==> src/design/sifhPkg.sv <==
`default_nettype none

package sifhPkg;

    localparam int BIN_W    = 6;                    // 64 arrival-time bins
    localparam int TAG_W    = 8;                    // pixel tag
    localparam int WORD_W   = 1 + TAG_W + BIN_W;    // isCmd + tag + bin
    localparam int NUM_BINS = 1 << BIN_W;

    // command opcodes, any value other than endPixel is consumed as a no-op
    typedef enum logic [3:0] {
        opNop      = 4'h0,
        opEndPixel = 4'h1                           // close pixel, start peak search
    } sifhOp;

    // bin sample, isCmd low
    typedef struct packed {
        logic             isCmd;
        logic [TAG_W-1:0] tag;
        logic [BIN_W-1:0] bin;
    } sifhSample;

    // command word, isCmd high
    typedef struct packed {
        logic              isCmd;
        sifhOp             opcode;
        logic [WORD_W-6:0] spare;                   // unused, send as zero
    } sifhCmd;

    // one input word, seen as sample or as command
    typedef union packed {
        sifhSample sampleView;
        sifhCmd    cmdView;
    } sifhWord;

endpackage

`default_nettype wire
==> src/design/sifhTop.sv <==
`timescale 1ns/1ps
`default_nettype none

module sifhTop import sifhPkg::*; #(
    parameter int CNT_W      = 16,
    parameter int FIFO_DEPTH = 4
) (
    input  wire               clk,
    input  wire               res,
    input  wire               inValid,
    input  wire  [WORD_W-1:0] inWord,
    input  wire               resCredit,
    output logic              inCredit,
    output logic              resValid,
    output logic [TAG_W-1:0]  resTag,
    output logic [BIN_W-1:0]  resBin,
    output logic [CNT_W-1:0]  resCount
);

    logic              fifoValid;
    logic [WORD_W-1:0] fifoWord;
    logic              fifoPop;

    logic              rdEn;
    logic [BIN_W-1:0]  rdAddr;
    logic [CNT_W-1:0]  rdData;
    logic              wrEn;
    logic [BIN_W-1:0]  wrAddr;
    logic [CNT_W-1:0]  wrData;

    sampleFifo #(
        .FIFO_DEPTH (FIFO_DEPTH)
    ) uFifo (
        .clk       (clk),
        .res       (res),
        .inValid   (inValid),
        .inWord    (inWord),
        .fifoPop   (fifoPop),
        .inCredit  (inCredit),
        .fifoValid (fifoValid),
        .fifoWord  (fifoWord)
    );

    histFsm #(
        .CNT_W (CNT_W)
    ) uFsm (
        .clk       (clk),
        .res       (res),
        .fifoValid (fifoValid),
        .fifoWord  (fifoWord),
        .resCredit (resCredit),
        .rdData    (rdData),
        .fifoPop   (fifoPop),
        .rdEn      (rdEn),
        .rdAddr    (rdAddr),
        .wrEn      (wrEn),
        .wrAddr    (wrAddr),
        .wrData    (wrData),
        .resValid  (resValid),
        .resTag    (resTag),
        .resBin    (resBin),
        .resCount  (resCount)
    );

    histRam #(
        .CNT_W (CNT_W)
    ) uRam (
        .clk    (clk),
        .wrEn   (wrEn),
        .wrAddr (wrAddr),
        .wrData (wrData),
        .rdEn   (rdEn),
        .rdAddr (rdAddr),
        .rdData (rdData)
    );

endmodule

`default_nettype wire

==> src/design/histFsm.sv <==
`timescale 1ns/1ps
`default_nettype none

module histFsm import sifhPkg::*; #(
    parameter int CNT_W = 16
) (
    input  wire               clk,
    input  wire               res,
    input  wire               fifoValid,
    input  wire  [WORD_W-1:0] fifoWord,
    input  wire               resCredit,
    input  wire  [CNT_W-1:0]  rdData,
    output logic              fifoPop,
    output logic              rdEn,
    output logic [BIN_W-1:0]  rdAddr,
    output logic              wrEn,
    output logic [BIN_W-1:0]  wrAddr,
    output logic [CNT_W-1:0]  wrData,
    output logic              resValid,
    output logic [TAG_W-1:0]  resTag,
    output logic [BIN_W-1:0]  resBin,
    output logic [CNT_W-1:0]  resCount
);

    localparam int SWEEP_W = BIN_W + 1;   // counts 0..NUM_BINS
    localparam int CRED_W  = 8;

    typedef enum logic [2:0] {
        initClear,
        idle,
        accumulate,
        drain,
        sweep,
        resultWait
    } stateT;

    stateT              state;
    logic [SWEEP_W-1:0] sweepCnt;
    logic               clearOnly;    // reset sweep, no result
    logic [CRED_W-1:0]  resCredits;   // result slots granted by consumer

    sifhWord            word;
    logic               isSample;
    logic               isEnd;
    logic               popSample;

    // stage 2 of the read-modify-write
    logic               s2Valid;
    logic [BIN_W-1:0]   s2Bin;
    logic               fwdHit;       // previous write went to this bin
    logic [CNT_W-1:0]   lastWr;
    logic [CNT_W-1:0]   base;
    logic [CNT_W-1:0]   incr;
    logic [TAG_W-1:0]   lastTag;

    logic               sweepRd;
    logic               sweepWr;
    logic [BIN_W-1:0]   sweepBin;     // bin whose count arrives this cycle

    assign word      = fifoWord;
    assign isSample  = !word.sampleView.isCmd;
    assign isEnd     = word.cmdView.isCmd && (word.cmdView.opcode == opEndPixel);
    assign fifoPop   = fifoValid && (state == idle || state == accumulate);
    assign popSample = fifoPop && isSample;

    // saturating increment, forwarded when the RAM copy is one write behind
    assign base = fwdHit ? lastWr : rdData;
    assign incr = (&base) ? base : base + 1'b1;

    assign sweepRd  = (state == sweep) && (sweepCnt < SWEEP_W'(NUM_BINS));
    assign sweepWr  = (state == sweep) && (sweepCnt != '0);
    assign sweepBin = BIN_W'(sweepCnt - 1'b1);

    // RAM ports, accumulation and sweep never overlap
    assign rdEn   = popSample || sweepRd;
    assign rdAddr = popSample ? word.sampleView.bin : sweepCnt[BIN_W-1:0];
    assign wrEn   = s2Valid || sweepWr;
    assign wrAddr = s2Valid ? s2Bin : sweepBin;
    assign wrData = s2Valid ? incr : '0;          // zero behind the sweep

    assign resValid = (state == resultWait) && (resCredits != '0);
    assign resTag   = lastTag;

    always_ff @(posedge clk or negedge res) begin
        if (!res) begin
            s2Valid <= 1'b0;
            fwdHit  <= 1'b0;
            lastTag <= '0;
        end else begin
            s2Valid <= popSample;
            fwdHit  <= popSample && s2Valid && (word.sampleView.bin == s2Bin);
            if (popSample) begin
                lastTag <= word.sampleView.tag;   // last tag before endPixel wins
            end
        end
    end

    always_ff @(posedge clk) begin
        if (popSample) begin
            s2Bin <= word.sampleView.bin;
        end
        if (s2Valid) begin
            lastWr <= incr;
        end
    end

    always_ff @(posedge clk or negedge res) begin
        if (!res) begin
            state     <= initClear;
            sweepCnt  <= '0;
            clearOnly <= 1'b1;
            resBin    <= '0;
            resCount  <= '0;
        end else begin
            case (state)
                initClear: begin
                    clearOnly <= 1'b1;
                    sweepCnt  <= '0;
                    state     <= sweep;
                end
                idle, accumulate: begin
                    if (!fifoPop) begin
                        state <= idle;
                    end else if (isSample) begin
                        state <= accumulate;
                    end else if (isEnd) begin
                        state <= drain;
                    end
                end
                drain: begin                         // last write lands here
                    clearOnly <= 1'b0;
                    sweepCnt  <= '0;
                    resBin    <= '0;                 // empty pixel gives bin 0, count 0
                    resCount  <= '0;
                    state     <= sweep;
                end
                sweep: begin
                    sweepCnt <= sweepCnt + 1'b1;
                    // strict compare keeps the lowest bin on a tie
                    if (sweepWr && rdData > resCount) begin
                        resBin   <= sweepBin;
                        resCount <= rdData;
                    end
                    if (sweepCnt == SWEEP_W'(NUM_BINS)) begin
                        state <= clearOnly ? idle : resultWait;
                    end
                end
                resultWait: begin
                    if (resValid) begin
                        state <= idle;
                    end
                end
                default: state <= idle;
            endcase
        end
    end

    // result credit pool
    always_ff @(posedge clk or negedge res) begin
        if (!res) begin
            resCredits <= '0;
        end else begin
            resCredits <= resCredits + CRED_W'(resCredit) - CRED_W'(resValid);
        end
    end

endmodule

`default_nettype wire

==> src/design/histRam.sv <==
`timescale 1ns/1ps
`default_nettype none

module histRam import sifhPkg::*; #(
    parameter int CNT_W = 16
) (
    input  wire              clk,
    input  wire              wrEn,
    input  wire  [BIN_W-1:0] wrAddr,
    input  wire  [CNT_W-1:0] wrData,
    input  wire              rdEn,
    input  wire  [BIN_W-1:0] rdAddr,
    output logic [CNT_W-1:0] rdData
);

    logic [CNT_W-1:0] mem [NUM_BINS];   // one count per bin

    // write port
    always_ff @(posedge clk) begin
        if (wrEn) begin
            mem[wrAddr] <= wrData;
        end
    end

    // registered read, old data on a same-address write
    always_ff @(posedge clk) begin
        if (rdEn) begin
            rdData <= mem[rdAddr];
        end
    end

endmodule

`default_nettype wire

==> src/design/sampleFifo.sv <==
`timescale 1ns/1ps
`default_nettype none

module sampleFifo import sifhPkg::*; #(
    parameter int FIFO_DEPTH = 4
) (
    input  wire               clk,
    input  wire               res,
    input  wire               inValid,
    input  wire  [WORD_W-1:0] inWord,
    input  wire               fifoPop,
    output logic              inCredit,
    output logic              fifoValid,
    output logic [WORD_W-1:0] fifoWord
);

    localparam int PTR_W = (FIFO_DEPTH > 1) ? $clog2(FIFO_DEPTH) : 1;
    localparam int LVL_W = $clog2(FIFO_DEPTH + 1);

    logic [WORD_W-1:0] mem [FIFO_DEPTH];
    logic [PTR_W-1:0]  wrPtr;
    logic [PTR_W-1:0]  rdPtr;
    logic [LVL_W-1:0]  level;        // words held
    logic [LVL_W-1:0]  initLeft;     // initial credits not yet issued

    // pointer wrap for depths that are not a power of two
    function automatic logic [PTR_W-1:0] nextPtr(input logic [PTR_W-1:0] p);
        if (p == PTR_W'(FIFO_DEPTH - 1)) begin
            return '0;
        end
        return p + 1'b1;
    endfunction

    always_ff @(posedge clk) begin
        if (inValid) begin
            mem[wrPtr] <= inWord;
        end
    end

    always_ff @(posedge clk or negedge res) begin
        if (!res) begin
            wrPtr    <= '0;
            rdPtr    <= '0;
            level    <= '0;
            initLeft <= LVL_W'(FIFO_DEPTH);
            inCredit <= 1'b0;
        end else begin
            if (inValid) begin
                wrPtr <= nextPtr(wrPtr);
            end
            if (fifoPop) begin
                rdPtr <= nextPtr(rdPtr);
            end
            case ({inValid, fifoPop})
                2'b10:   level <= level + 1'b1;
                2'b01:   level <= level - 1'b1;
                default: level <= level;
            endcase

            // a pop returns its slot at once, the initial pool waits behind it
            inCredit <= fifoPop || (initLeft != '0);
            if (!fifoPop && initLeft != '0) begin
                initLeft <= initLeft - 1'b1;
            end
        end
    end

    assign fifoValid = (level != '0);
    assign fifoWord  = mem[rdPtr];   // head word, valid with fifoValid

endmodule

`default_nettype wire

==> config.mk <==
export PLATFORM = sky130hd
export DESIGN_NAME = sifhTop
export DESIGN_NICKNAME = d
export VERILOG_FILES = /design/src/design/sifhPkg.sv /design/src/design/sifhTop.sv /design/src/design/histFsm.sv /design/src/design/histRam.sv /design/src/design/sampleFifo.sv
export SDC_FILE = /design/constraint.sdc
export NUM_CORES = 2
export LEC_CHECK = 0
export BUFFER_PORTS_ARGS = -buffer_cell sky130_fd_sc_hd__buf_4
export CAP_MARGIN = 0
export CORE_UTILIZATION = 55
export CTS_CLUSTER_SIZE = 14
export DETAILED_ROUTE_END_ITERATION = 12
export PLACE_DENSITY = 0.68
export SLEW_MARGIN = 20
export SYNTH_ARGS = -nofsm -noshare
export SYNTH_HDL_FRONTEND = slang
export SYNTH_SLANG_ARGS = --single-unit
==> constraint.sdc <==
create_clock -name clk -period 6.91 [get_ports clk]
set_clock_uncertainty 0.2 [all_clocks]
set_input_delay 0.691 -clock clk [delete_from_list [all_inputs] [get_ports clk]]
set_output_delay 0.691 -clock clk [all_outputs]
set_load 0.01 [all_outputs]
==> results.json <==
{
  "track_usage": 0.2731,
  "crit_path_frequent_cell": "nand4_1",
  "numClockSinks": 1184,
  "leakage_nw": 17.94,
  "final_common_cell": "edfxtp_1",
  "antenna_found_initial": 4,
  "worstSetupEndpointType": "flip-flop",
  "cpLargestDelayFamily": "simple AND/OR/NAND/NOR gates",
  "async_reset_ff_frac": 0.05236,
  "ios": 51,
  "relSlewSlack": 0.2317,
  "synthesis.area_mm2": 0.04795,
  "crit_buf_inv": 3,
  "area_delta_synth_final_pct": 11.62,
  "ys_seq_elements": 1184,
  "setup_tns_ns": 0,
  "rsz0062_at_grt": "false",
  "post_cts_buffers": 0,
  "drt_first_pass_iters": 6,
  "first_iter_violations": 3215,
  "worstMarginPinSlew_ns": 1.147,
  "hold_viol_final": 0,
  "fin_area_mm2": 0.05352,
  "overflow": 0,
  "path_class": "reg -> reg",
  "setup_violations": 0,
  "finalMaxSlewViolations": 0,
  "grt_pass1_vias": 28020,
  "cp_slowest_cell": "mux2_8",
  "fin_crit_ns": 4.970,
  "vias_per_cell": 6.194,
  "synth_warnings": 0,
  "fmax_ghz": 0.2012,
  "vias": 28830,
  "fin_hold_ws_ns": 0.04774,
  "core_area_mm2": 0.08582,
  "syn_inst": 3337,
  "layout_common_cells": "edfxtp_1, nand2_1, mux2i_1, nand3_1, buf_4",
  "cts_root_buffer": "clkbuf_16",
  "wl_per_cell_um": 26.07,
  "die_y_um": 297.3,
  "crit_path_cell_trace": "mux4_2, or4_4, clkinv_4, mux2_8, buf_12, buf_4, nand2_1, a32oi_1, nand4_1, and4_1, nand4_1",
  "num_rows": 107,
  "yosys_most_used_dff": "edfxtp_1",
  "dieArea_mm2": 0.08837,
  "grt_max_degree": 164,
  "htree_levels": 3,
  "io_buffer_count": 50,
  "ant_nets": 0,
  "initial_core_util": 0.5588,
  "num-nets-final": 3478,
  "outcome": "complete, no violations",
  "drv_cap": 0,
  "path_clk_slew_ns": 0.06,
  "cts_tree": "built",
  "rrSetupSlack_ns": 1.94,
  "min_path_type": "in -> reg",
  "cp.arrival_ns": 5.30,
  "numCtsBuffers": 113,
  "n_antenna_cell": 0,
  "gp_congestion": 0.8627,
  "drc": 0,
  "powerDensity_mw_per_mm2": 268.2,
  "grt_pass1_wl_mm": 179.3,
  "seq_area_frac_synth": 0.7351,
  "clk-insertion-delay-late_ns": 0.68,
  "placed_area_mm2": 0.04972,
  "required_ns": 7.24,
  "synth_area_per_cell_um2": 14.37,
  "synth_cell_types": 59,
  "die_w_um": 297.3,
  "cp_slowest_stage_delay_ns": 0.67,
  "setup.worst_path.start_class": "flip-flop",
  "peakVddDrop_mv": 0.2242,
  "max-clock-path-buffers": 3,
  "final_min_period_over_clock_period": 0.7192,
  "drive_gt1_frac": 0.1057,
  "totalWireLength_mm": 121.3,
  "synth.net_count": 3397,
  "crit_path_max_fanout": 139,
  "dp_hpwl_mm": 70.14,
  "synth_edf_count": 1122
}
final cells by class:
type                       count  area, µm²
clock buffer                 134       2928
clock inverter                73      696.9
fill                        6236      32290
inverter                      64      245.2
multi-input combinational   1887      11610
sequential                  1184      35250
tap                         1144       1431
timing repair buffer         168       1366
cell families after synthesis:
family          share of synthesized area
xor+xnor                         0.006393
simple gates                       0.1171
flops                              0.7351
mux                               0.04345
buf+inv                           0.02560
fa+ha+maj                         0.01101
compound gates                    0.06137
metrics by stage:
step / util / cells / total power, mW / worst slack, ns
5_1_grt: 0.6237 / 4654 / 14.73 / 1.738
4_1_cts: 0.6236 / 4654 / 14.42 / 1.933
2_1_floorplan: - / 3337 / 8.289 / 2.058
3_5_place_dp: 0.5794 / 4430 / 8.405 / 1.954
6_report: 0.6237 / 4654 / 14.35 / 1.940
3_3_place_gp: 0.5794 / 4430 / 8.368 / 1.984
layer usage:
metal	vias to the layer above	track usage	part of all wire
met5	-	0	0.00011
met4	2	0.1024	0.037
met3	240	0.04316	0.085
met2	1350	0.4458	0.48
met1	14500	0.3724	0.39
li1	12730	-	-
power by group:
part	total, mW	internal (mW)	leakage [nW]	switching [mW]
sequential	7.89	7.85	8.71	0.0407
clock	6.10	3.50	1.78	2.60
combinational	0.364	0.153	7.45	0.211
synthesized netlist by cell type (3+ instances only):
cell,n,share of area
or2_1,4,0.00052
a32oi_1,81,0.015
buf_1,7,0.00055
mux2_2,4,0.00094
a21o_1,8,0.0013
a21oi_1,69,0.0072
buf_4,27,0.0042
mux2i_1,167,0.035
nor2_1,96,0.0075
buf_2,74,0.0077
dfrtp_1,60,0.031
a31oi_1,6,0.00078
nand3b_1,4,0.00063
and2_1,101,0.013
or3_1,6,0.00078
o21ai_0,21,0.0022
xor2_1,17,0.0031
ha_1,39,0.010
nand2_1,677,0.053
and4_1,17,0.0031
clkbuf_1,90,0.0070
a211oi_1,114,0.018
buf_6,4,0.00094
inv_1,62,0.0049
edfxtp_1,1122,0.70
nor4_1,16,0.0021
nand3_1,155,0.016
xnor2_1,18,0.0033
nand4_1,88,0.011
o21a_1,3,0.00047
nor2b_1,40,0.0052
nor3_1,10,0.0010
mux4_2,15,0.0070
or2_2,3,0.00039
a311oi_1,79,0.014
nor3b_1,3,0.00047
registers in the layout (all words and copies together) (netlist names):
signal           cells
uFsm.resBin          6
uFsm.sweepCnt        7
uRam.rdData         16
uFsm.resCount       16
uFifo.inCredit       1
uFifo.mem           60
uFsm.resTag          8
uFsm.fwdHit          1
uRam.mem          1024
uFifo.rdPtr          2
uFsm.s2Bin           6
uFsm.state           3
uFsm.s2Valid         1
uFifo.level          3
uFsm.resCredits      8
uFifo.wrPtr          2
uFifo.initLeft       3
uFsm.lastWr         16
uFsm.clearOnly       1
final timing paths:
| kind | startpoint | to | cells after the start |
|---|---|---|---|
| setup / recovery | uFifo.rdPtr[0] | uRam.rdData[11] | 11 |
| hold / removal | inValid | uFifo.wrPtr[1] | 2 |
| setup reg to reg | uFifo.rdPtr[0] | uRam.rdData[11] | 11 |
| hold reg to reg | uFsm.resTag[6] | uFsm.resTag[6] | 2 |
| max in group asynchronous | res | uFsm.sweepCnt[1] | 2 |
| min in group asynchronous | res | uFifo.rdPtr[1] | 2 |
worst reg2reg max path, delay by kind of cell (launching register included):
kind | cells | cell delay (ns)
simple gates | 5 | 1.43
buf+inv | 3 | 1.41
mux | 2 | 1.21
flops | 1 | 0.38
compound gates | 1 | 0.20
what timing repair did:
action | in CTS | in global routing
endpoints found under the hold margin | 118 | 0
gates resized for setup | 0 | 0
hold buffers | 17 | 0
Power figures use the tool's default switching activity.
